[src/verilog/isa_pkg.sv]
`default_nettype none

package isa_pkg;

	typedef logic [31:0] instr_t;
	typedef logic [4:0]  reg_addr_t; // register index.
	typedef logic [15:0] imm_t;
	typedef logic [25:0] jidx_t;     // jump target as a word index.

	// primary opcode, instr[31:26].
	typedef enum logic [5:0] {
		r_type = 6'h00,
		j      = 6'h02,
		beq    = 6'h04,
		addiu  = 6'h09,
		ori    = 6'h0d,
		lui    = 6'h0f,
		lw     = 6'h23,
		sw     = 6'h2b
	} opcode_t;

	// funct field of r_type, instr[5:0].
	typedef enum logic [5:0] {
		addu  = 6'h21,
		subu  = 6'h23,
		and_f = 6'h24,
		or_f  = 6'h25,
		slt   = 6'h2a
	} funct_t;

	typedef enum logic [2:0] {
		op_add = 3'd0, // zero value, so a cleared control word adds.
		op_sub = 3'd1,
		op_and = 3'd2,
		op_or  = 3'd3,
		op_slt = 3'd4,
		op_lui = 3'd5
	} alu_op_t;

	typedef enum logic [1:0] {ext_zero = 2'd0, ext_sign = 2'd1, ext_upper = 2'd2} ext_mode_t;

endpackage

`default_nettype wire

[src/verilog/core_pkg.sv]
`default_nettype none

package core_pkg;

	typedef logic [31:0] word_t;

	// decoded control for one instruction.
	typedef struct packed {
		logic                reg_write;
		logic                dst_is_rd;   // rd, else rt.
		logic                mem_to_reg;
		logic                alu_src_imm;
		logic                mem_write;
		logic                branch_eq;
		logic                jump;
		isa_pkg::alu_op_t    alu_op;
		isa_pkg::ext_mode_t  ext_mode;
	} ctrl_t;

	typedef struct packed {
		logic                valid;
		isa_pkg::reg_addr_t  addr;
		word_t               data;
	} wb_trace_t;

	typedef struct packed {
		logic   valid;
		word_t  addr; // byte address.
		word_t  data;
	} st_trace_t;

endpackage

`default_nettype wire

[src/verilog/alu.sv]
`timescale 1ns/100ps
`default_nettype none

module alu (
	input  wire core_pkg::ctrl_t  ctrl,
	input  wire isa_pkg::imm_t    imm,
	input  wire core_pkg::word_t  a,
	input  wire core_pkg::word_t  b,
	output core_pkg::word_t       result,
	output logic                  zero
);

	core_pkg::word_t ext_imm;
	core_pkg::word_t opnd_b;
	logic            lt;

	always_comb begin
		case (ctrl.ext_mode)
			isa_pkg::ext_sign:  ext_imm = {{16{imm[15]}}, imm};
			isa_pkg::ext_upper: ext_imm = {imm, 16'h0000};
			default:            ext_imm = {16'h0000, imm};
		endcase
	end

	assign opnd_b = ctrl.alu_src_imm ? ext_imm : b;
	assign lt     = $signed(a) < $signed(opnd_b); // signed slt.

	always_comb begin
		case (ctrl.alu_op)
			isa_pkg::op_add: result = a + opnd_b;
			isa_pkg::op_sub: result = a - opnd_b;
			isa_pkg::op_and: result = a & opnd_b;
			isa_pkg::op_or:  result = a | opnd_b;
			isa_pkg::op_slt: result = {31'b0, lt};
			isa_pkg::op_lui: result = opnd_b; // already shifted by the extender.
			default:         result = a + opnd_b;
		endcase
	end

	// beq looks at the registers, not the selected operand.
	assign zero = (a == b);

endmodule

`default_nettype wire

[config.mk]
export PLATFORM = sky130hd
export DESIGN_NAME = alu
export DESIGN_NICKNAME = d
export VERILOG_FILES = /design/src/verilog/isa_pkg.sv /design/src/verilog/core_pkg.sv /design/src/verilog/alu.sv
export SDC_FILE = /design/constraint.sdc
export NUM_CORES = 1
export LEC_CHECK = 0
export BUFFER_PORTS_ARGS = -buffer_cell sky130_fd_sc_hd__buf_2
export CAP_MARGIN = 20
export CORE_MARGIN = 10
export CORE_UTILIZATION = 35
export DETAILED_ROUTE_END_ITERATION = 10
export PLACE_DENSITY = 0.55
export SLEW_MARGIN = 5
export SYNTH_ARGS = -nofsm -noshare
export SYNTH_HDL_FRONTEND = slang
export SYNTH_SLANG_ARGS = --single-unit
[constraint.sdc]
create_clock -name vclk -period 10.3
set_input_delay 0.515 -clock vclk [all_inputs]
set_output_delay 0.515 -clock vclk [all_outputs]
set_load 0.05 [all_outputs]
# After elaboration in Yosys (flattened, before gate mapping)
# Cells that the tools add are included.
[word_totals]
latch_bits = 0
mem_count = 0
ff_bits = 0
in_bits = 92
mem_bits_ro = 0
ram_bits = 0
[op_classes]
bitwise = 2
reduce_logical = 0
eq_ne = 8
n_addsub = 2
shifts = 0
n_div = 0
mux = 3
mul = 0
magnitude_cmp = 1
[ops]
columns = ["op", "count"]
rows = [
  ["$pmux 32 s5", 1],
  ["$pmux 32 s2", 1],
  ["$add 32x32->32", 1],
  ["$and 32x32->32", 1],
  ["$eq 32x32->1", 1],
  ["$lt 32x32->1", 1],
  ["$mux 32", 1],
  ["$or 32x32->32", 1],
  ["$sub 32x32->32", 1],
  ["$eq 3x2->1 const B", 2],
  ["$eq 3x3->1 const B", 2],
  ["$eq 3x1->1 const B", 1],
  ["$eq 2x1->1 const B", 1],
  ["$eq 2x2->1 const B", 1],
]

# Logic depth before layout (Yosys ltp)
[depth]
ltp_word = 5
ltp_mapped = 19
ltp_nobuf = 17

# Worst setup path after synthesis
# No wires, ideal clock.
[synth_timing]
path_kind = "input to output"
startpoint = "input ctrl[0] (netlist name)"
endpoint = "output result[22]"
path_stages = 18
arrival_time_ns = 4.715
path_slack_ns = 5.070
path_cell_list = "inv_1 ha_1 nor2_1 nor2_1 clkbuf_1 a22o_1 inv_1 ha_1 buf_2 and3_1 a221o_1 a221oi_4 o22ai_2 a211oi_1 nor2_1 nor2_1 a21oi_1 nor3_1"
[synth_via]
elab_chain_cells = 5
word_cells_on_any_way = 9
cone_classes = "add/sub: 2; eq/ne: 2; mux: 3; bitwise: 2"
[synth_lines]
columns = ["item", "line", "text"]
rows = [
  ["from (decl)", "alu.sv:5", "input wire core_pkg::ctrl_t ctrl,"],
  ["$eq 2x2->1 / $eq 2x1->1 (equally long branches)", "alu.sv:18", "case (ctrl.ext_mode)"],
  ["$pmux 32 s2 (*)", "alu.sv:18", ""],
  ["$mux 32 (*)", "alu.sv:25", "assign opnd_b = ctrl.alu_src_imm ? ext_imm : b;"],
  ["$add 32x32->32, or another cell as far along", "alu.sv:30, alu.sv:36", ""],
  ["$pmux 32 s5 (*)", "alu.sv:29", "case (ctrl.alu_op)"],
  ["to (decl)", "alu.sv:9", "output core_pkg::word_t result,"],
]
# Every way passes the cells marked *; elsewhere a longest branch is shown, timed or not.

# Worst setup path in the final report
[layout_timing]
startpoint = "input ctrl[0] (netlist name)"
endpoint = "output result[29]"
# The elaborated chain is that of the path after synthesis.

==> impl_metrics.ini <==
[status]
status = complete, no violations

[drt]
final_antenna_net_count = 0
drt_iter0_drc = 753
avgViaCountPerCell = 6.15
vias = 7352
firstDrtPassIters = 5
routed_wl_mm = 26.3
drc = 0
wl_per_cell_um = 22.0

[job]
maxCapViolations = 0

[synth]
synth_compound_area_frac = 0.445
syn_avg_cell_area_um2 = 6.60
yosys_warnings = 0
yosysSeqAreaShare = 0
syn_inst = 906
synth_area_mm2 = 0.00598
synth_top_family_by_area = compound AO/OA/AOI/OAI gates
synth_xor_area_frac = 0.0513
synth_fa_ha_area_frac = 0.214
synth_nets = 1099
synthMuxAreaShare = 0
yosys.area_share.simple = 0.184
synthDistinctLibCells = 72

[final_layout]
instances_no_fill = 1196
register_area_um2 = 0
seq_cells = 0
fin_nets = 1171
multiInputGateArea_mm2 = 0.00535
area_delta_synth_final_pct = 11.8
nFillCells = 1800
num_antenna_cells = 0
clkbuf_count = 0
post_route_cells_drive_above_1_share = 0.165

[clock_tree]
holdBufCountCts = 0
cts_setup_buffers = 0
post_cts_resized = 0

[grt]
grt_max_degree = 66
track_usage = 0.219
antenna_found_initial = 0
grt_overflow = 0
grt_pass1_wl_mm = 40.0
grt_pass1_vias = 6893

[sta]
fmax_mhz = 175
grt_setup_unrepaired = no
slew_headroom = 0.337
tns_ns = 0
timing.final.crit_share = 0.553
fin_crit_ns = 5.70
worst_pin_slew_ns = 0.991
finalMaxSlewViolations = 0
hold_viol = 0
finalSetupViolations = 0
whs_ns = 1.64

[power]
ir_worst_vdd_mv = 0.0409
p_leak_nw = 3.20
powerDensity_mw_per_mm2 = 83.9

[hold_path]
hold_path_class = input port to output pin

[place]
portBuffers = 119
place.gp.congestion = 0.973
dp.cells = 1195
dp_hpwl_mm = 21.0

[setup_path]
cp-end-kind = output pin
crit_required_ns = 9.79
critPathLaunchType = input port
crit_fanout = 15
arrival_ns = 5.19
worst-setup-path-type = input port to output pin

[floorplan]
core-area_mm2 = 0.0166
ios = 125
start_util = 0.359
rows = 47
die_area_mm2 = 0.0227
fp.dieH_um = 151
die_w_um = 151
[final timing paths]
| kind | slack, ns | end | startpoint | cells after the start |
|---|---|---|---|---|
| max | 4.60 | result[29] | ctrl[0] | 17 |
| min | 1.64 | result[1] | ctrl[4] | 4 |
[critical path, stage by stage]
cell	delay [ns]
buf_2	0.09
inv_1	0.04
ha_1	0.31
nand2b_1	0.44
o2bb2ai_1	0.47
inv_1	0.14
ha_1	0.53
inv_1	0.14
a2111oi_2	0.45
a2111oi_0	0.20
a2111oi_0	0.50
a21boi_1	0.37
o41ai_2	0.14
o211ai_1	0.24
a21bo_2	0.25
nand3_1	0.08
buf_2	0.27
[where the power goes]
group          switching, mW  internal, mW
Combinational          0.385         0.176
Clock                      0             0
Sequential                 0             0
[final cells by class]
cell class / count / share of cell area
multi-input cells: 743 / 0.800
repair buffers: 128 / 0.100
inverters: 105 / 0.0589
well taps: 220 / 0.0412
[cells in the mapped netlist, drive strengths merged (10+ instances only)]
cell | instances | area share
nand4 | 10 | 0.012
inv | 104 | 0.065
a211oi | 17 | 0.021
clkbuf | 45 | 0.028
o21ai | 55 | 0.046
xor2 | 33 | 0.048
o221ai | 25 | 0.037
nand2 | 64 | 0.040
a221oi | 11 | 0.023
a21oi | 96 | 0.080
a22oi | 14 | 0.018
nor2 | 80 | 0.050
o211ai | 11 | 0.014
ha | 99 | 0.21
nor4 | 15 | 0.016
a221o | 14 | 0.023
o22ai | 13 | 0.015
nor3 | 22 | 0.020
nand3 | 11 | 0.0092
o2bb2ai | 13 | 0.019
a21o | 19 | 0.024
buf | 13 | 0.012
o21bai | 13 | 0.016
[stage by stage]
stage | util | instance area (um^2) | worst slack [ns] | power, mW
floorplan | - | 5980 | 5.07 | 0.399
global placement | 0.400 | 6660 | 4.76 | 0.549
detailed placement | 0.401 | 6680 | 4.74 | 0.550
CTS | 0.401 | 6680 | 4.73 | 0.553
global route | 0.402 | 6690 | 4.29 | 0.606
finish | 0.402 | 6690 | 4.60 | 0.561
[metal layers]
| layer | wire (um) | global-route usage |
|---|---|---|
| met1 | 12000 | 0.308 |
| met2 | 11900 | 0.354 |
| met3 | 1890 | 0.0207 |
| met4 | 508 | 0.0476 |
| met5 | 0 | 0 |
[logic make-up after synthesis]
family,Yosys count
AO/OA/AOI/OAI,373
AND/OR/NAND/NOR,234
buffers and inverters,163
adder cells (fa/ha/maj),101
XOR/XNOR,35
[cell usage in the layout (no fill, tap or decap), types with 3 or more instances in the layout]
cell type	instances
buf_2	119
inv_1	104
ha_1	99
a21oi_1	96
nor2_1	80
nand2_1	64
o21ai_0	54
xor2_1	33
o221ai_1	25
nor3_1	19
a21o_1	19
a211oi_1	17
nor4_1	15
a22oi_1	14
a221o_1	14
o2bb2ai_1	13
o21bai_1	13
o22ai_1	12
nand3_1	11
o211ai_1	11
nand4_1	9
a31oi_1	9
o221a_2	9
o31ai_1	8
a221oi_1	8
nand2b_1	7
a22o_1	7
buf_4	7
or2_2	6
nor2b_1	5
and2_1	4
a311oi_1	4
and3_1	3
nor3_2	3
a311o_1	3
o211a_1	3
a21boi_0	3
No activity file was read; power rests on OpenSTA's default activity.
