**src/verilog/isa_pkg.sv**
```systemverilog
`default_nettype none

package isa_pkg;

	typedef logic [31:0] instr_t;
	typedef logic [4:0]  reg_addr_t; // register index.
	typedef logic [15:0] imm_t;
	typedef logic [25:0] jidx_t;     // jump target as a word index.

	// primary opcode, instr[31:26].
	typedef enum logic [5:0] {
		r_type = 6'h00,
		j      = 6'h02,
		beq    = 6'h04,
		addiu  = 6'h09,
		ori    = 6'h0d,
		lui    = 6'h0f,
		lw     = 6'h23,
		sw     = 6'h2b
	} opcode_t;

	// funct field of r_type, instr[5:0].
	typedef enum logic [5:0] {
		addu  = 6'h21,
		subu  = 6'h23,
		and_f = 6'h24,
		or_f  = 6'h25,
		slt   = 6'h2a
	} funct_t;

	typedef enum logic [2:0] {
		op_add = 3'd0, // zero value, so a cleared control word adds.
		op_sub = 3'd1,
		op_and = 3'd2,
		op_or  = 3'd3,
		op_slt = 3'd4,
		op_lui = 3'd5
	} alu_op_t;

	typedef enum logic [1:0] {ext_zero = 2'd0, ext_sign = 2'd1, ext_upper = 2'd2} ext_mode_t;

endpackage

`default_nettype wire

```
**src/verilog/core_pkg.sv**
```systemverilog
`default_nettype none

package core_pkg;

	typedef logic [31:0] word_t;

	// decoded control for one instruction.
	typedef struct packed {
		logic                reg_write;
		logic                dst_is_rd;   // rd, else rt.
		logic                mem_to_reg;
		logic                alu_src_imm;
		logic                mem_write;
		logic                branch_eq;
		logic                jump;
		isa_pkg::alu_op_t    alu_op;
		isa_pkg::ext_mode_t  ext_mode;
	} ctrl_t;

	typedef struct packed {
		logic                valid;
		isa_pkg::reg_addr_t  addr;
		word_t               data;
	} wb_trace_t;

	typedef struct packed {
		logic   valid;
		word_t  addr; // byte address.
		word_t  data;
	} st_trace_t;

endpackage

`default_nettype wire

```
**src/verilog/reg_file.sv**
```systemverilog
`timescale 1ns/100ps
`default_nettype none

module reg_file (
	input  wire                      clk,
	input  wire isa_pkg::reg_addr_t  rs,
	input  wire isa_pkg::reg_addr_t  rt,
	input  wire isa_pkg::reg_addr_t  wr_addr,
	input  wire core_pkg::word_t     wr_data,
	input  wire                      wr_en,
	output core_pkg::word_t          rs_data,
	output core_pkg::word_t          rt_data
);

	core_pkg::word_t regs [1:31]; // r0 is hardwired, no storage.

	always_ff @(posedge clk) begin
		if (wr_en && wr_addr != '0)
			regs[wr_addr] <= wr_data;
	end

	// reads are combinational, the write lands at the edge.
	always_comb begin
		if (rs == '0)
			rs_data = '0;
		else
			rs_data = regs[rs];
	end

	always_comb begin
		if (rt == '0)
			rt_data = '0;
		else
			rt_data = regs[rt];
	end

endmodule

`default_nettype wire

```
**config.mk**
```make
export PLATFORM = sky130hd
export DESIGN_NAME = reg_file
export DESIGN_NICKNAME = d
export VERILOG_FILES = /design/src/verilog/isa_pkg.sv /design/src/verilog/core_pkg.sv /design/src/verilog/reg_file.sv
export SDC_FILE = /design/constraint.sdc
export NUM_CORES = 1
export LEC_CHECK = 0
export ABC_CLOCK_PERIOD_IN_PS = 3900
export BUFFER_PORTS_ARGS = -buffer_cell sky130_fd_sc_hd__buf_2
export CAP_MARGIN = 20
export CELL_PAD_IN_SITES_DETAIL_PLACEMENT = 1
export CELL_PAD_IN_SITES_GLOBAL_PLACEMENT = 1
export CORE_UTILIZATION = 28
export CTS_BUF_LIST = sky130_fd_sc_hd__clkbuf_4
export CTS_CLUSTER_DIAMETER = 120
export CTS_CLUSTER_SIZE = 14
export DETAILED_ROUTE_END_ITERATION = 7
export PLACE_DENSITY = 0.57
export SETUP_SLACK_MARGIN = 0.02
export SYNTH_ARGS = -nofsm -noshare
export SYNTH_HDL_FRONTEND = slang
export SYNTH_SLANG_ARGS = --single-unit
```
**constraint.sdc**
```tcl
create_clock -name clk -period 3.9 [get_ports clk]
set_clock_uncertainty 0.15 [all_clocks]
set_input_delay 0.195 -clock clk [delete_from_list [all_inputs] [get_ports clk]]
set_output_delay 0.195 -clock clk [all_outputs]
set_load 0.01 [all_outputs]
```
==> Yosys cells after proc, flatten, opt, wreduce, memory -nomap -nowiden <==
Memories as Yosys holds them, arrays and structs flattened.
Cells that the tools add are included.
{ "op_classes": {"mux": 4, "magnitude_cmp": 0, "div_mod_pow": 0, "n_shift": 0, "add_sub_neg": 0, "n_bitwise": 0, "n_reduce_logical": 4, "n_mul": 0, "n_eq_ne": 0} }
{ "op_table": {"columns": ["cell", "n"], "rows": [
  ["32-bit 2-to-1 mux", 2],
  ["5-bit logical NOT", 2],
  ["5-bit nonzero test", 1],
  ["1-bit 2-to-1 mux", 2],
  ["1-bit logical AND", 1]
]} }
{ "word_totals": {"regBits": 0, "ramBits": 992, "word_cells": 9, "latchBits": 0, "memories": 1, "rom_bits": 0, "input_bits": 49} }
{ "memory_table": {"columns": ["name", "depth", "width", "read_ports", "rd_ports_with_merged_regs", "wr", "line_no", "source"], "rows": [
  ["regs", 31, 32, 2, 0, 1, "reg_file.sv:15", "core_pkg::word_t regs [1:31];"]
]} }

==> Logic depth before layout (Yosys ltp) <==
Gate-level depths: netlist of run 1.
{ "depth": {"ltp_word": 4, "depth_mapped": 10, "mapped_depth_nobuf": 4} }

==> Worst setup path before layout of run 1 <==
No wires, ideal clock.
{ "synth_path": {"path_kind": "input to register", "start": "input port wr_addr[1]", "end": "memory regs[12][0] (netlist bit) (enable)", "arrival_ps": 2194, "setup_slack_ps": 1135, "path_buffers": 1, "setup_ps": 421, "stages": 3, "cell_sequence": "or3b_2 > clkbuf_1 > nor2_1"} }
{ "synth_between": {"elab_chain_len": 4} }
{ "synth_lines": {"columns": ["element", "line_no", "source"], "rows": [
  ["from (decl)", "reg_file.sv:8", "input wire isa_pkg::reg_addr_t wr_addr,"],
  ["5-bit nonzero test", "reg_file.sv:18", "if (wr_en && wr_addr != '0)"],
  ["1-bit logical AND", "reg_file.sv:18", null],
  ["1-bit 2-to-1 mux", "reg_file.sv:18", null],
  ["1-bit 2-to-1 mux (implied by the code)", "reg_file.sv:19", "regs[wr_addr] <= wr_data;"],
  ["to (decl)", "reg_file.sv:15", null]
]} }
Several ways; a longest one is shown, not always the timed one.

==> results of run 1 <==
## per-stage QoR
stage	area [µm²]	worst slack, ps	util, %	hold WS (ps)
after floorplan	46500	1140	-	144
after global placement	50700	872	30.7	541
after detailed placement	50700	867	30.7	548
after CTS	52200	311	31.6	11.6
after global routing	52400	339	31.7	101
final	52400	393	31.7	125
## cell usage after synthesis, types with 2 or more instances
cell	instances	share of area, %
sky130_fd_sc_hd__mux4_2	339	16
sky130_fd_sc_hd__mux4_1	9	0.51
sky130_fd_sc_hd__a31oi_1	14	0.19
sky130_fd_sc_hd__nand3b_1	6	0.097
sky130_fd_sc_hd__and2_1	34	0.46
sky130_fd_sc_hd__and3_1	14	0.19
sky130_fd_sc_hd__buf_6	15	0.36
sky130_fd_sc_hd__o21ai_0	14	0.15
sky130_fd_sc_hd__nor2b_1	36	0.48
sky130_fd_sc_hd__or3b_2	3	0.057
sky130_fd_sc_hd__nor2_1	115	0.93
sky130_fd_sc_hd__buf_4	31	0.50
sky130_fd_sc_hd__mux2i_1	316	6.8
sky130_fd_sc_hd__clkbuf_1	85	0.69
sky130_fd_sc_hd__edfxtp_1	992	64
sky130_fd_sc_hd__nand2b_1	2	0.027
sky130_fd_sc_hd__a22oi_1	92	1.5
sky130_fd_sc_hd__nand3_1	52	0.56
sky130_fd_sc_hd__nand2_1	89	0.72
sky130_fd_sc_hd__a211o_1	31	0.58
sky130_fd_sc_hd__buf_2	58	0.62
sky130_fd_sc_hd__a311o_1	31	0.67
sky130_fd_sc_hd__a21oi_1	68	0.73
sky130_fd_sc_hd__a22o_1	45	0.85
sky130_fd_sc_hd__o21ai_1	18	0.19
sky130_fd_sc_hd__a211oi_1	18	0.29
sky130_fd_sc_hd__mux2_2	34	0.82
sky130_fd_sc_hd__nand4_1	18	0.24
sky130_fd_sc_hd__buf_1	13	0.10
## worst max-delay path by stage
stage | startpoint | end | cells past startpoint
4_1_cts | regs[18][3]$_DFFE_PP_ | rt_data[3] | 5
5_1_grt | regs[22][4]$_DFFE_PP_ | rt_data[4] | 5
6_report | regs[18][3]$_DFFE_PP_ | rt_data[3] | 5
3_3_place_gp | rt[1] | rt_data[12] | 7
2_1_floorplan | wr_addr[1] | regs[12][0]$_DFFE_PP_ | 3
3_5_place_dp | rt[1] | rt_data[24] | 7
## layout make-up
type | count | area (µm²) | share of cell area, %
clock buffers | 80 | 601 | 1.15
repair buffers | 340 | 3200 | 6.11
inverters | 1 | 3.75 | 0.00717
well taps | 2189 | 2740 | 5.23
clock inverters | 8 | 109 | 0.208
multi-input cells | 1404 | 15900 | 30.4
flip-flops and latches | 992 | 29800 | 56.9
diodes | 6 | 15.0 | 0.0287
## metal layers
layer	vias to the layer above	track usage, %	routed length, µm
li1	11300	-	-
met1	15000	25.5	69900
met2	874	32.2	79300
met3	206	2.27	8480
met4	12	4.95	3640
met5	-	0	80
## power groups by stage
stage                     sequential [µW]  combinational (µW)  clock, µW
after global placement              12100                2230          0
after detailed placement            12100                2240          0
final                               11900                2300       4540
after floorplan                     12100                1270          0
after CTS                           11900                2310       4700
after global routing                11900                2430       4980
## worst max-delay path, stage by stage, from the launching register on
cell,delay [ps]
sky130_fd_sc_hd__edfxtp_1,450
sky130_fd_sc_hd__mux4_2,460
sky130_fd_sc_hd__nor2b_1,140
sky130_fd_sc_hd__a211o_1,270
sky130_fd_sc_hd__a311o_1,510
sky130_fd_sc_hd__buf_2,210
## kinds of logic after synthesis
family,Yosys count
multiplexers,698
buffers and inverters,205
flip-flops,992
AND/OR/NAND/NOR,374
AO/OA/AOI/OAI,332
==> results.env, run 1 <==
RSZ0062_AT_GRT='no'
FILL_CELLS=16800
DRTANTENNAVIOLNETS=0
TIMING.HOLD.WORST.CLASS='in -> reg'
YOSYSUNIQUECELLTYPES=38
DETAIL_ROUTE.FIRST_PASS.ITERATIONS=7
WORST-ENDPOINT-REQUIRED_PS=3560
POST_SYNTH_FA_HA_MAJ_AREA_FRACTION_PCT=0
CRITICAL_PATH.STARTPOINT_TYPE='register'
ROUTED_WIRELENGTH_UM=161000
IO_BUFFERS=112
IOPINCOUNT=113
POSTSYNTHAREAPERCELL_UM2=17.9
TIGHTESTPINTRANSITION_PS=1080
SYNTH_SEQ_AREA_SHARE_PCT=64.1
SYN_AREA_UM2=46500
FIRST_GLOBAL_VIAS=28800
TRITONCTS_CLOCK_TREE='built'
VIAS=27400
POWERDENSITY_nW_PER_UM2=358
WORSTPATHMAXFANOUT=2
LARGEST_FAMILY_OF_LOGIC_CELLS_BY_SYNTHESIZED_AREA='multiplexers'
DIE-AREA_UM2=168000
YOSYS-MUX-AREA-FRACTION_PCT=24.6
SYNTH_XOR_XNOR_AREA_SHARE_PCT=0
SYNTH_FP_NETS=2650
HP-START='wr_data[8]'
POWER_REPORT.INTERNAL_TOTAL_uW=13900
GRT_OVERFLOW=0
CTS_POST_SETUP_BUFFERS_INSERTED=0
FIN_TOTAL_PWR_uW=18800
LEAKAGEPOWER_uW=0.0169
VIASPERCELL=5.45
LAYOUT-DRIVE-GT1-SHARE_PCT=27.3
CTS_HOLD_BUFFERS=77
VIOLATIONS='design-rule violations'
AREA_GROWTH_SYN_TO_LAYOUT_PCT=12.6
YS_SEQ_ELEMENTS=992
POWER.SHARE.SEQUENTIAL_PCT=63.5
COMBPWRFRAC_PCT=12.3
FINAL_COMMON_CELL='sky130_fd_sc_hd__edfxtp_1'
DRC=22
CTS-BUFFERS-INSERTED=80
WHS_ENDPOINT='regs[1][8]$_DFFE_PP_'
FINALWORSTPATHREQUIREDPERIOD_PS=3510
POST_CTS.RESIZED_INSTANCES=0
END_KIND='primary output'
MAXCLOCKFREQUENCY_GHz=0.285
SYNTH_TOP_FLOP_CELL='sky130_fd_sc_hd__edfxtp_1'
DIE-HEIGHT_UM=410
GROUTE.USAGE.OVERALL_PCT=19.0
CLKSLEWWORSTSETUPHOLDPATHS_PS=150
H_TREE_LEVELS=3
SYNTH_SIMPLE_GATE_AREA_SHARE_PCT=3.85
SETUP.WORST_PATH.CLASS='reg -> out'
FINAL-HOLD-VIOLATION-COUNT=0
GRT_START_MAX_NET_PINS=66
POWER.SWITCHING_uW=4810
CRIT_ARRIVAL_PS=3160
STATUS='finished, violations left'
TIMING.MAX_SLEW.REL_SLACK_PCT=27.5
PLACEDCELLCOUNT=4841
REG.LARGEST.LIST='regs x992'
FINAL_NET_COUNT=2868
CLOCK_SINK_COUNT=992
NUM_ROWS=149
YS.WARNINGS.COUNT=0
POWER.CLOCK.FRACTION_PCT=24.2
WL_PER_CELL_UM=32.2
TIMING.FINAL.MAX_SLEW_VIOLATIONS=0
HPWLAFTERDP_UM=96000
FRACTION_OF_THE_MAPPED_NETLIST_AREA_IN_COMPOUND_GATES_PCT=5.17
MAX-VDD-IR-DROP_mV=0.247
WORST_HOLD_PATH_DEPTH=2
DETAIL_ROUTE.ITER0.VIOLATIONS=2648
GRT_ANTENNA_BEFORE_REPAIR=13
CTS.PATH.MAX_BUFFERS=3
FINAL_MIN_PERIOD_OVER_CLOCK_PERIOD_PCT=89.9
AREA_INSIDE_THE_CORE_BOUNDARY_UM2=165000
SETUP_TNS_PS=0
ASYNCSETRESETFLOPFRACSYNTH_PCT=0
DIE_WIDTH_UM=410
GLOBAL_ROUTE_WIRE_LENGTH_BEFORE_REPAIR_UM=226000
DRV.MAX_CAP_VIOLATION_COUNT=0
SYN_INST=2601
P_SW_SHARE_PCT=25.7
SYNTH-EDFF-COUNT=992
CTS_ROOT_BUFFER='sky130_fd_sc_hd__clkbuf_4'
INITIAL_UTILIZATION_PCT=28.2
FINISH.CELL_COUNT_WITHOUT_FILLERS=5020
SETUP_VIOL_COUNT_FINAL=0
LARGEST_REG_FLOPS=992
ROUTABILITYCONGESTION=0.779
REGISTERS.TOP_BY_FF_COUNT='regs'
MOST-COMMON-LAYOUT-CELLS='sky130_fd_sc_hd__edfxtp_1, sky130_fd_sc_hd__mux4_2, sky130_fd_sc_hd__mux2i_1'
Note: power is estimated with default switching activity, not from simulation.
==> run 2, diff against run 1 <==
Settings changed: CORE_UTILIZATION 28 to 51, PLACE_DENSITY 0.57 to 0.86.
==> results.env, run 2 (synthesis results as in run 1) <==
REG.LARGEST.LIST='regs x992'
RSZ0062_AT_GRT='no'
END_KIND='primary output'
DETAIL_ROUTE.ITER0.VIOLATIONS=4298
DRV.MAX_CAP_VIOLATION_COUNT=0
GLOBAL_ROUTE_WIRE_LENGTH_BEFORE_REPAIR_UM=220000
GROUTE.USAGE.OVERALL_PCT=33.3
AREA_INSIDE_THE_CORE_BOUNDARY_UM2=90100
CRITICAL_PATH.STARTPOINT_TYPE='register'
TIMING.HOLD.WORST.CLASS='in -> reg'
CLOCK_SINK_COUNT=992
FILL_CELLS=8014
NUM_ROWS=110
HPWLAFTERDP_UM=94400
CRIT_ARRIVAL_PS=3020
TRITONCTS_CLOCK_TREE='built'
MOST-COMMON-LAYOUT-CELLS='sky130_fd_sc_hd__edfxtp_1, sky130_fd_sc_hd__mux4_2, sky130_fd_sc_hd__mux2i_1'
FINAL-HOLD-VIOLATION-COUNT=0
CLKSLEWWORSTSETUPHOLDPATHS_PS=140
VIASPERCELL=7.45
DRTANTENNAVIOLNETS=0
POWERDENSITY_nW_PER_UM2=365
H_TREE_LEVELS=3
VIAS=29600
STATUS='finished, final reports clean'
GRT_START_MAX_NET_PINS=63
FIRST_GLOBAL_VIAS=31000
AREA_GROWTH_SYN_TO_LAYOUT_PCT=8.34
TIMING.MAX_SLEW.REL_SLACK_PCT=24.2
FINAL_MIN_PERIOD_OVER_CLOCK_PERIOD_PCT=86.2
DRC=0
WORST-ENDPOINT-REQUIRED_PS=3560
MAXCLOCKFREQUENCY_GHz=0.297
INITIAL_UTILIZATION_PCT=51.6
MAX-VDD-IR-DROP_mV=0.239
SETUP.WORST_PATH.CLASS='reg -> out'
LARGEST_REG_FLOPS=992
REGISTERS.TOP_BY_FF_COUNT='regs'
WORSTPATHMAXFANOUT=2
IOPINCOUNT=113
FINAL_NET_COUNT=2829
CTS.PATH.MAX_BUFFERS=3
GRT_ANTENNA_BEFORE_REPAIR=10
LAYOUT-DRIVE-GT1-SHARE_PCT=27.4
ROUTABILITYCONGESTION=0.874
CTS_ROOT_BUFFER='sky130_fd_sc_hd__clkbuf_4'
GRT_OVERFLOW=0
IO_BUFFERS=112
FINALWORSTPATHREQUIREDPERIOD_PS=3360
WL_PER_CELL_UM=38.8
DETAIL_ROUTE.FIRST_PASS.ITERATIONS=5
TIMING.FINAL.WS_SETUP_PS=538
DIE-AREA_UM2=92400
FINAL_COMMON_CELL='sky130_fd_sc_hd__edfxtp_1'
ROUTED_WIRELENGTH_UM=154000
POST-PLACE-WS_PS=809
CTS-BUFFERS-INSERTED=80
SETUP_TNS_PS=0
DIE_WIDTH_UM=304
SETUP_VIOL_COUNT_FINAL=0
LEAKAGEPOWER_uW=0.0166
DIE-HEIGHT_UM=304
TIGHTESTPINTRANSITION_PS=1130
TIMING.FINAL.MAX_SLEW_VIOLATIONS=0
run 2: repair_timing:
| item | CTS | global route |
|---|---|---|
| hold buffers | 40 | 0 |
| gates resized for setup | 0 | 0 |
| endpoints found under the hold margin | 1099 | 0 |
| setup buffers | 0 | 0 |
run 2: routing by layer:
layer	vias up	wire length, µm	GRT usage, %
met3	611	17500	7.38
li1	11200	-	-
met4	6	10300	20.1
met1	15400	53200	42.1
met5	-	34	0
met2	2444	73200	53.0
run 2: report_power, final:
group          internal (µW)  total (µW)  switching [µW]
combinational            885        2240            1360
sequential             11900       11900            66.3
clock                   1060        4250            3190
total                  13800       18400            4610
run 2: metrics by stage:
| step | hold WS, ps | instances | area [µm²] | total power [µW] | utilization, % |
|---|---|---|---|---|---|
| floorplan | 144 | 2601 | 46500 | 13400 | - |
| global placement | 510 | 3834 | 49300 | 14200 | 54.7 |
| detailed placement | 550 | 3834 | 49300 | 14300 | 54.7 |
| CTS | 40.1 | 3961 | 50400 | 18400 | 55.9 |
| global route | 92.3 | 3967 | 50400 | 18800 | 55.9 |
| finish | 82.1 | 3970 | 50400 | 18400 | 55.9 |
run 2: critical path, stage by stage, from the launching register on:
cell	delay (ps)
sky130_fd_sc_hd__edfxtp_1	430
sky130_fd_sc_hd__mux4_2	490
sky130_fd_sc_hd__mux2_2	290
sky130_fd_sc_hd__nand2_1	90
sky130_fd_sc_hd__nand4_1	420
sky130_fd_sc_hd__buf_2	310
run 2: final timing paths:
kind / from / to / slack, ps / depth (start not counted)
worst max-delay path: regs[21][18]$_DFFE_PP_ / rs_data[18] / 540 / 5
worst min-delay path: wr_data[11] / regs[23][11]$_DFFE_PP_ / 80 / 2
run 2: layout make-up:
cell class,instances,area (µm²),area share [%]
clock buffers,84,631,1.25
well taps,1176,1470,2.92
repair buffers,301,2530,5.02
inverters,1,3.75,0.00745
clock inverters,3,37.5,0.0745
diodes,9,22.5,0.0447
multi-input cells,1404,15900,31.5
flip-flops and latches,992,29800,59.1
