===== config.mk =====
export PLATFORM = sky130hd
export DESIGN_NAME = control
export DESIGN_NICKNAME = d
export VERILOG_FILES = /design/src/verilog/isa_pkg.sv /design/src/verilog/core_pkg.sv /design/src/verilog/control.sv
export SDC_FILE = /design/constraint.sdc
export NUM_CORES = 1
export LEC_CHECK = 0
export ABC_CLOCK_PERIOD_IN_PS = 2950
export BUFFER_PORTS_ARGS = -buffer_cell sky130_fd_sc_hd__buf_2
export CORE_AREA = 2 2 39 41
export DETAILED_ROUTE_END_ITERATION = 16
export DIE_AREA = 0 0 41 43
export SLEW_MARGIN = 20
export SYNTH_ARGS = -nofsm -noshare
export SYNTH_HDL_FRONTEND = slang
export SYNTH_SLANG_ARGS = --single-unit
export TNS_END_PERCENT = 10

===== constraint.sdc =====
create_clock -name vclk -period 2.95
set_clock_uncertainty 0.05 [all_clocks]
set_input_delay 0.295 -clock vclk [all_inputs]
set_output_delay 0.295 -clock vclk [all_outputs]
set_load 0.005 [all_outputs]

===== src/verilog/isa_pkg.sv =====
`default_nettype none

package isa_pkg;

	typedef logic [31:0] instr_t;
	typedef logic [4:0]  reg_addr_t; // register index.
	typedef logic [15:0] imm_t;
	typedef logic [25:0] jidx_t;     // jump target as a word index.

	// primary opcode, instr[31:26].
	typedef enum logic [5:0] {
		r_type = 6'h00,
		j      = 6'h02,
		beq    = 6'h04,
		addiu  = 6'h09,
		ori    = 6'h0d,
		lui    = 6'h0f,
		lw     = 6'h23,
		sw     = 6'h2b
	} opcode_t;

	// funct field of r_type, instr[5:0].
	typedef enum logic [5:0] {
		addu  = 6'h21,
		subu  = 6'h23,
		and_f = 6'h24,
		or_f  = 6'h25,
		slt   = 6'h2a
	} funct_t;

	typedef enum logic [2:0] {
		op_add = 3'd0, // zero value, so a cleared control word adds.
		op_sub = 3'd1,
		op_and = 3'd2,
		op_or  = 3'd3,
		op_slt = 3'd4,
		op_lui = 3'd5
	} alu_op_t;

	typedef enum logic [1:0] {ext_zero = 2'd0, ext_sign = 2'd1, ext_upper = 2'd2} ext_mode_t;

endpackage

`default_nettype wire


===== src/verilog/core_pkg.sv =====
`default_nettype none

package core_pkg;

	typedef logic [31:0] word_t;

	// decoded control for one instruction.
	typedef struct packed {
		logic                reg_write;
		logic                dst_is_rd;   // rd, else rt.
		logic                mem_to_reg;
		logic                alu_src_imm;
		logic                mem_write;
		logic                branch_eq;
		logic                jump;
		isa_pkg::alu_op_t    alu_op;
		isa_pkg::ext_mode_t  ext_mode;
	} ctrl_t;

	typedef struct packed {
		logic                valid;
		isa_pkg::reg_addr_t  addr;
		word_t               data;
	} wb_trace_t;

	typedef struct packed {
		logic   valid;
		word_t  addr; // byte address.
		word_t  data;
	} st_trace_t;

endpackage

`default_nettype wire


===== src/verilog/control.sv =====
`timescale 1ns/100ps
`default_nettype none

module control (
	input  wire isa_pkg::instr_t instr,
	output core_pkg::ctrl_t      ctrl
);

	isa_pkg::opcode_t opcode;
	isa_pkg::funct_t  funct;

	assign opcode = isa_pkg::opcode_t'(instr[31:26]);
	assign funct  = isa_pkg::funct_t'(instr[5:0]);

	always_comb begin
		ctrl = '0; // nop unless decoded below.
		case (opcode)
			isa_pkg::r_type: begin
				ctrl.reg_write = 1'b1;
				ctrl.dst_is_rd = 1'b1;
				case (funct)
					isa_pkg::addu:  ctrl.alu_op = isa_pkg::op_add;
					isa_pkg::subu:  ctrl.alu_op = isa_pkg::op_sub;
					isa_pkg::and_f: ctrl.alu_op = isa_pkg::op_and;
					isa_pkg::or_f:  ctrl.alu_op = isa_pkg::op_or;
					isa_pkg::slt:   ctrl.alu_op = isa_pkg::op_slt;
					default:        ctrl = '0; // unknown funct.
				endcase
			end
			isa_pkg::addiu, isa_pkg::lw: begin
				ctrl.reg_write   = 1'b1;
				ctrl.alu_src_imm = 1'b1;
				ctrl.ext_mode    = isa_pkg::ext_sign;
				ctrl.mem_to_reg  = (opcode == isa_pkg::lw);
			end
			isa_pkg::ori: begin
				ctrl.reg_write   = 1'b1;
				ctrl.alu_src_imm = 1'b1;
				ctrl.alu_op      = isa_pkg::op_or; // zero-extended immediate.
			end
			isa_pkg::lui: begin
				ctrl.reg_write   = 1'b1;
				ctrl.alu_src_imm = 1'b1;
				ctrl.alu_op      = isa_pkg::op_lui;
				ctrl.ext_mode    = isa_pkg::ext_upper;
			end
			isa_pkg::sw: begin
				ctrl.mem_write   = 1'b1;
				ctrl.alu_src_imm = 1'b1;
				ctrl.ext_mode    = isa_pkg::ext_sign;
			end
			isa_pkg::beq: begin
				ctrl.branch_eq = 1'b1;
				ctrl.alu_op    = isa_pkg::op_sub;
				ctrl.ext_mode  = isa_pkg::ext_sign;
			end
			isa_pkg::j: ctrl.jump = 1'b1;
			default: ctrl = '0;
		endcase
	end

	// fetch_unit gives jump priority, so a word with both would lose its branch.
	always_comb begin
		assert (!(ctrl.branch_eq && ctrl.jump))
			else $error("control: branch_eq and jump both set");
	end

endmodule

`default_nettype wire


After elaboration in Yosys (flattened, before gate mapping)
Index checks and enable logic that the tools add are counted.

Bits in registers: 0. Bits of input ports: 32. Logic and storage cells: 29.

Equality and inequality tests: 12. Multiplexer cells: 11. Reduce and logical (&&, ||, !) cells: 6.

Operators with widths (number): $eq 6x6->1 const B (7); $pmux 3 s4 (2); $eq 6x4->1 const B (3); $pmux 1 s2 (6); $reduce_or 5->1 (2); $reduce_or 4->1 (2); $mux 7 (1); $eq 6x2->1 const B (1); $eq 6x3->1 const B (1); $logic_not 6->1 (1); $pmux 2 s2 (1); $reduce_or 2->1 (1); $mux 1 (1).

Logic depth before layout (Yosys ltp)
Gate-level depths: netlist of the first run.

Depth after elaboration: 4. Gate-level depth with buffers: 4. Mapped depth without buffers: 4.

Worst setup path before layout of the first run
Ideal clock, no wire load.

Path type: input -> output. Start point: input instr[28]. End point: output ctrl[3] in the netlist's numbering. Arrival time: 1.068 ns. Data required time: 2.605 ns. Slack: 1.537 ns. Cell stages on the path: 4. Buffers on the path: 1. Cells stage by stage: buf_6 > nor4_4 > nand2_2 > o32ai_1.

RTL lines: start, declared (RTL line control.sv:5) `input wire isa_pkg::instr_t instr,`; end, declared (RTL line control.sv:6) `output core_pkg::ctrl_t ctrl`.

==> results of run 1 <==
synthesized netlist by cell type (all sizes together):
master	number
nand4	1
nand2	4
o21bai	1
nand3b	2
nor4bb	1
o32ai	2
inv	1
nor4	2
nor3	1
nand2b	4
and3	1
nor2	5
nor3b	1
o32a	1
nor4b	2
o21ai	1
o22ai	1
buf	1
a21oi	3
xor2	1
a31o	1
power breakdown:
group          internal [mW]  total (mW)  switching, mW
Combinational         0.0166      0.0382         0.0216
Clock                      0           0              0
Sequential                 0           0              0
cell families after synthesis:
group,after synthesis,share of synthesized area (%)
buffers and inverters,2,5.55
AOI/OAI and AO/OA,10,28.7
and+or+nand+nor,24,62.5
xor gates and xnor gates,1,3.24
worst max-delay path, stage by stage:
cell,delay (ps)
buf_2,150
nor4_4,330
nand2_2,120
o32ai_2,250
buf_2,150
per-stage QoR:
stage	hold slack (ps)	area (um2)	utilization (%)	power [mW]	setup slack, ps
after floorplan	568	270	-	0.0200	1540
after global placement	838	399	28.8	0.0378	1280
after detailed placement	829	399	28.8	0.0383	1280
after CTS	835	399	28.8	0.0386	1280
after global routing	848	399	28.8	0.0428	1200
final	833	399	28.8	0.0382	1300
worst paths after layout:
path              slack (ps)      start  cells after the start       to
setup / recovery        1300  instr[29]                      5  ctrl[2]
hold / removal           830  instr[30]                      3  ctrl[0]
layer usage:
metal / vias to the layer above / global-route usage, % / routed length, um
met5: - / 0 / 0
met2: 18 / 12.5 / 323
met4: 0 / 0 / 0
li1: 191 / - / -
met3: 0 / 0.524 / 90
met1: 154 / 14.2 / 367
area by class of cell:
cell class | count | area [um2] | share of cell area (%)
Inverter | 1 | 3.75 | 0.940
Multi-Input combinational cell | 35 | 255 | 63.9
Tap cell | 16 | 20.0 | 5.02
Timing Repair Buffer | 24 | 120 | 30.1
==> results.sh, run 1 <==
export IMPL_placementRows=14
export IMPL_synth_cell_types=24
export IMPL_tightest_slew_ps=415
export IMPL_fin_crit_ps=1650
export IMPL_synth_area_leader_cell="nor4b_2"
export IMPL_grt_overflow=0
export IMPL_worstHoldPathType="input port to primary output"
export IMPL_hold_viol=0
export IMPL_pin_count=44
export IMPL_fin_crit_sh_pct=55.9
export IMPL_required_ps=2610
export IMPL_dieWidth_um=41
export IMPL_track_usage_pct=8.59
export IMPL_n_clock_buffer=0
export IMPL_final_cell_mix="24 x buf_2, 5 x nor2_1, 4 x nand2b_1, 3 x nand2_1, 3 x a21oi_1"
export IMPL_die_h_um=43
export IMPL_num_antenna_cells=0
export IMPL_post_drt_wl_per_cell_um=10.3
export IMPL_grt_pass1_vias=276
export IMPL_yosys_top_cells_area="nor4b_2 11%, nand2b_1 9.3%, nor4_4 7.9%"
export IMPL_crit_fanout=8
export IMPL_end_kind="primary output"
export IMPL_dp_cells=76
export IMPL_ir_drop_v=0.0000383
export IMPL_synth_top_area_share_pct=11.1
export IMPL_yosysSeqAreaShare_pct=0
export IMPL_fillCellCount=161
export IMPL_ant_nets=0
export IMPL_nets=94
export IMPL_dp_hpwl_um=685
export IMPL_cts_hold_buf=0
export IMPL_final_common_cell="buf_2"
export IMPL_rsz0062_at_grt="false"
export IMPL_via_per_inst=4.78
export IMPL_fin_setup_tns_ps=0
export IMPL_p_leak_nw=0.184
export IMPL_synth_warnings=0
export IMPL_gp_congestion=0.731
export IMPL_power_density_nw_per_um2=95.6
export IMPL_drc_errors=0
export IMPL_drt_initial_drc_count=7
export IMPL_crit_path_start_kind="input port"
export IMPL_via_count=363
export IMPL_postCtsSetupBuffers=0
export IMPL_slew_headroom_pct=71.9
export IMPL_post_cts_resized=0
export IMPL_n_sequential_cell=0
export IMPL_die_area_um2=1760
export IMPL_final_layout_size_suffix_gt1_share_pct=48.3
export IMPL_layout_cells_non_filler=76
export IMPL_core_area_um2=1380
export IMPL_numPortBuffers=24
export IMPL_synthesis_area_um2=270
export IMPL_grt_pass1_wl_mm=1.17
export IMPL_drt_total_wl_um=781
export IMPL_firstDrtPassIters=3
export IMPL_grt_max_degree=11
export IMPL_antenna_found_initial=0
export IMPL_syn_to_final_growth_pct=47.7
export IMPL_seqCellArea_um2=0
export IMPL_synthCells=37
export IMPL_setup_viol=0
export IMPL_cp_arrival_ps=1300
export IMPL_start_util_pct=19.5
export IMPL_syn_nets=69
export IMPL_fmax_mhz=607
export IMPL_worstSetupPathType="input port to primary output"
export IMPL_status="complete, no violations"
export IMPL_maxCapViolations=0
export IMPL_slew_violations=0
export IMPL_syn_area_per_cell_um2=7.30
(Power assumes the default switching activity.)
==> run 2, diff against run 1 <==
--- a/config.mk
+++ b/config.mk
@@ -5,7 +5,7 @@
 export SDC_FILE = /design/constraint.sdc
 export NUM_CORES = 1
 export LEC_CHECK = 0
-export ABC_CLOCK_PERIOD_IN_PS = 2950
+export ABC_CLOCK_PERIOD_IN_PS = 1520
 export BUFFER_PORTS_ARGS = -buffer_cell sky130_fd_sc_hd__buf_2
 export CORE_AREA = 2 2 39 41
 export DETAILED_ROUTE_END_ITERATION = 16
==> constraint.sdc (replaced) <==
create_clock -name vclk -period 1.52
set_clock_uncertainty 0.05 [all_clocks]
set_input_delay 0.152 -clock vclk [all_inputs]
set_output_delay 0.152 -clock vclk [all_outputs]
set_load 0.005 [all_outputs]
==> run 2 against run 1 <==
  * Routed wire length up 4.0%
  * Sequential cell count unchanged
  * Global-route usage increased by 0.70 points
  * Final area is 1.9% higher
  * Critical path depth stayed put
  * First-iteration DRC count stayed put
  * Die area is the same
  * Utilization increased by 0.54 points
  * Non-clock buffer count is 1 higher
==> results.sh, run 2 (synthesized netlist as in run 1, its figures left out) <==
export IMPL_status="complete, no violations"
export IMPL_slew_violations=0
export IMPL_crit_chain="buf_2 -> nor4_4 -> nand2_2 -> o32ai_1 -> buf_2"
export IMPL_end_kind="primary output"
export IMPL_swShare_pct=55.8
export IMPL_post_drt_wl_per_cell_um=10.5
export IMPL_drt_total_wl_um=812
export IMPL_postCtsSetupBuffers=0
export IMPL_placementRows=14
export IMPL_crit_top_cell="buf_2"
export IMPL_fin_crit_sh_pct=92.0
export IMPL_required_ps=1320
export IMPL_post_cts_resized=0
export IMPL_p_clk_share_pct=0
export IMPL_slowest_delay_ps=350
export IMPL_rsz0062_at_grt="false"
export IMPL_crit_path_start_kind="input port"
export IMPL_drc_errors=0
export IMPL_via_count=361
export IMPL_fin_crit_ps=1400
export IMPL_drt_initial_drc_count=7
export IMPL_cts_hold_buf=0
export IMPL_setup_viol=0
export IMPL_dieWidth_um=41
export IMPL_tightest_slew_ps=354
export IMPL_dp_hpwl_um=693
export IMPL_worstSetupPathType="input port to primary output"
export IMPL_pwr_share_comb_pct=100.0
export IMPL_placed_area_um2=407
export IMPL_multi_input_area_um2=255
export IMPL_n_sequential_cell=0
export IMPL_critPathTopFamily="simple AND/OR/NAND/NOR gates"
export IMPL_nets=95
export IMPL_start_util_pct=19.5
export IMPL_worstHoldPathType="input port to primary output"
export IMPL_pin_count=44
export IMPL_p_switching_mw=0.0428
export IMPL_fin_area_um2=407
export IMPL_firstDrtPassIters=2
export IMPL_p_leak_nw=0.188
export IMPL_ir_drop_v=0.0000921
export IMPL_pwr_share_seq_pct=0
export IMPL_num_antenna_cells=0
export IMPL_fmax_mhz=715
export IMPL_syn_to_final_growth_pct=50.5
export IMPL_grt_overflow=0
export IMPL_fillCellCount=162
export IMPL_hold_viol=0
export IMPL_cp_arrival_ps=1200
export IMPL_holdWs_ps=549
export IMPL_antenna_found_initial=0
export IMPL_die_h_um=43
export IMPL_track_usage_pct=9.29
export IMPL_dp_cells=77
export IMPL_fin_setup_tns_ps=0
export IMPL_maxCapViolations=0
export IMPL_n_clock_buffer=0
export IMPL_die_area_um2=1760
export IMPL_final_cell_mix="24 x buf_2, 5 x nor2_1, 4 x nand2b_1, 3 x nand2_1, 3 x a21oi_1"
export IMPL_core_area_um2=1380
export IMPL_grt_max_degree=11
export IMPL_slowest_stage="nor4_4"
export IMPL_gp_congestion=0.751
export IMPL_final_common_cell="buf_2"
export IMPL_numPortBuffers=24
export IMPL_via_per_inst=4.69
export IMPL_ant_nets=0
export IMPL_power_density_nw_per_um2=189
export IMPL_slew_headroom_pct=76.0
export IMPL_crit_fanout=8
export IMPL_final_layout_size_suffix_gt1_share_pct=49.2
export IMPL_grt_pass1_vias=296
export IMPL_seqCellArea_um2=0
export IMPL_cp_num_buf_inv=2
export IMPL_grt_pass1_wl_mm=1.24
export IMPL_layout_cells_non_filler=77
export IMPL_total_power_mw=0.0767
export IMPL_p_int_mw=0.0339
run 2: changes by cell type in the layout (fill, tap and decap cells not counted):
cell	before	now
buf_4	0	1
run 2: path summary, 6_finish.rpt:
check	slack, ps	cells after the start	start	end
max	120	5	instr[29]	ctrl[3]
min	550	3	instr[30]	ctrl[0]
run 2: final cells by class:
| class | instances | area share (%) |
|---|---|---|
| tap | 16 | 4.92 |
| inverter | 1 | 0.923 |
| timing repair buffer | 25 | 31.4 |
| multi-input combinational | 35 | 62.8 |
run 2: power groups by stage:
stage	combinational, mW	clock, mW	sequential, mW
3_5_place_dp	0.0765	0	0
3_3_place_gp	0.0756	0	0
4_1_cts	0.0769	0	0
5_1_grt	0.0855	0	0
6_report	0.0767	0	0
2_1_floorplan	0.0387	0	0
run 2: per-layer routing:
metal	vias up	global-route usage [%]	part of all wire, %
met5	-	0	0
met4	0	0	0
met3	0	0	10
met2	18	12.8	39
met1	148	16.5	50
li1	195	-	-
run 2: stage by stage:
step / util [%] / setup slack (ps)
floorplan: - / 393
finish: 29.4 / 121
global placement: 29.4 / 136
global route: 29.4 / 2.86
CTS: 29.4 / 115
detailed placement: 29.4 / 117
run 2: tightest hold or removal path: stages:
cell and delay [ps]:
buf_2 130, a21oi_1 50, buf_2 120
==> run 3, diff against run 2 <==
--- a/config.mk
+++ b/config.mk
@@ -10,6 +10,7 @@
 export CORE_AREA = 2 2 39 41
 export DETAILED_ROUTE_END_ITERATION = 16
 export DIE_AREA = 0 0 41 43
+export PLACE_DENSITY = 0.62
 export SLEW_MARGIN = 20
 export SYNTH_ARGS = -nofsm -noshare
 export SYNTH_HDL_FRONTEND = slang
==> run 3 against run 2 <==
  * Die area unchanged
  * Highest routed layer unchanged
  * Critical path type unchanged
  * Utilization is 0.54 points lower
  * Sequential cell count unchanged
  * First-iteration DRC count shrank 14%
  * Final cell count shrank 1.3%
==> results.sh, run 3 (synthesized netlist as in run 1, its figures left out) <==
export IMPL_final_layout_size_suffix_gt1_share_pct=48.3
export IMPL_pin_count=44
export IMPL_required_ps=1320
export IMPL_final_cell_mix="24 x buf_2, 5 x nor2_1, 4 x nand2b_1, 3 x nand2_1, 3 x a21oi_1"
export IMPL_final_common_cell="buf_2"
export IMPL_dieWidth_um=41
export IMPL_antenna_found_initial=0
export IMPL_seqCellArea_um2=0
export IMPL_start_util_pct=19.5
export IMPL_grt_pass1_vias=301
export IMPL_ant_nets=0
export IMPL_p_leak_nw=0.184
export IMPL_multi_input_area_um2=255
export IMPL_maxCapViolations=0
export IMPL_fin_crit_sh_pct=91.3
export IMPL_crit_path_start_kind="input port"
export IMPL_fin_setup_tns_ps=0
export IMPL_fin_crit_ps=1390
export IMPL_ir_drop_v=0.0000746
export IMPL_die_h_um=43
export IMPL_crit_fanout=10
export IMPL_via_count=370
export IMPL_n_clock_buffer=0
export IMPL_numPortBuffers=24
export IMPL_rsz0062_at_grt="false"
export IMPL_fmax_mhz=720
export IMPL_fin_area_um2=399
export IMPL_tightest_slew_ps=365
export IMPL_drc_errors=0
export IMPL_firstDrtPassIters=4
export IMPL_end_kind="primary output"
export IMPL_placementRows=14
export IMPL_dp_hpwl_um=687
export IMPL_swShare_pct=56.8
export IMPL_die_area_um2=1760
export IMPL_via_per_inst=4.87
export IMPL_cts_hold_buf=0
export IMPL_worstHoldPathCells=3
export IMPL_power_density_nw_per_um2=187
export IMPL_postCtsSetupBuffers=0
export IMPL_pwr_share_comb_pct=100.0
export IMPL_slew_violations=0
export IMPL_hold_viol=0
export IMPL_cp_arrival_ps=1190
export IMPL_pwr_share_seq_pct=0
export IMPL_post_cts_resized=0
export IMPL_syn_to_final_growth_pct=47.7
export IMPL_placed_area_um2=399
export IMPL_worstSetupPathType="input port to primary output"
export IMPL_drt_total_wl_um=791
export IMPL_fillCellCount=158
export IMPL_p_int_mw=0.0322
export IMPL_nets=94
export IMPL_worstHoldPathType="input port to primary output"
export IMPL_num_antenna_cells=0
export IMPL_p_clk_share_pct=0
export IMPL_gp_congestion=0.749
export IMPL_core_area_um2=1380
export IMPL_grt_max_degree=11
export IMPL_p_switching_mw=0.0425
export IMPL_drt_initial_drc_count=6
export IMPL_n_sequential_cell=0
export IMPL_grt_pass1_wl_mm=1.24
export IMPL_slew_headroom_pct=75.4
export IMPL_grt_overflow=0
export IMPL_status="complete, no violations"
export IMPL_setup_viol=0
export IMPL_track_usage_pct=9.09
export IMPL_post_drt_wl_per_cell_um=10.4
[run 3: cell types whose count changed in the layout (fill, tap and decap cells not counted), sizes merged]
cell | previous run | this run
buf | 25 | 24
[run 3: metrics by stage]
stage | total power, mW | util (%) | setup WS, ps | hold slack [ps] | std cells
2_1_floorplan | 0.0387 | - | 393 | 282 | 37
3_3_place_gp | 0.0734 | 28.8 | 139 | 552 | 76
3_5_place_dp | 0.0746 | 28.8 | 130 | 554 | 76
4_1_cts | 0.0750 | 28.8 | 128 | 556 | 76
5_1_grt | 0.0837 | 28.8 | 21.2 | 576 | 76
6_report | 0.0747 | 28.8 | 132 | 554 | 76
[run 3: per-layer routing]
layer  vias up  share of wire [%]  wire length [um]  global-route usage [%]
met5         -                  0                 0                       0
met4         0                  0                 0                       0
met1       159                 47               372                    14.9
li1        193                  -                 -                       -
met3         0                 11                86                       0
met2        18                 42               333                    13.8
[run 3: worst paths after layout]
| check | start | to | slack [ps] |
|---|---|---|---|
| worst max-delay path | instr[28] | ctrl[3] | 130 |
| worst min-delay path | instr[30] | ctrl[0] | 550 |
[run 3: power by group through the flow]
stage	Combinational (mW)	Sequential (mW)	Clock (mW)
2_1_floorplan	0.0387	0	0
3_3_place_gp	0.0734	0	0
6_report	0.0747	0	0
3_5_place_dp	0.0746	0	0
4_1_cts	0.0750	0	0
5_1_grt	0.0837	0	0
[run 3: area by class of cell]
class / count / area share (%)
inverters: 1 / 0.940
multi-input cells: 35 / 63.9
well taps: 16 / 5.02
repair buffers: 24 / 30.1
[run 3: worst max-delay path: stages]
cell     delay [ps]
buf_2           170
nor4_4          330
nand2_2         130
o32ai_1         250
buf_2           160
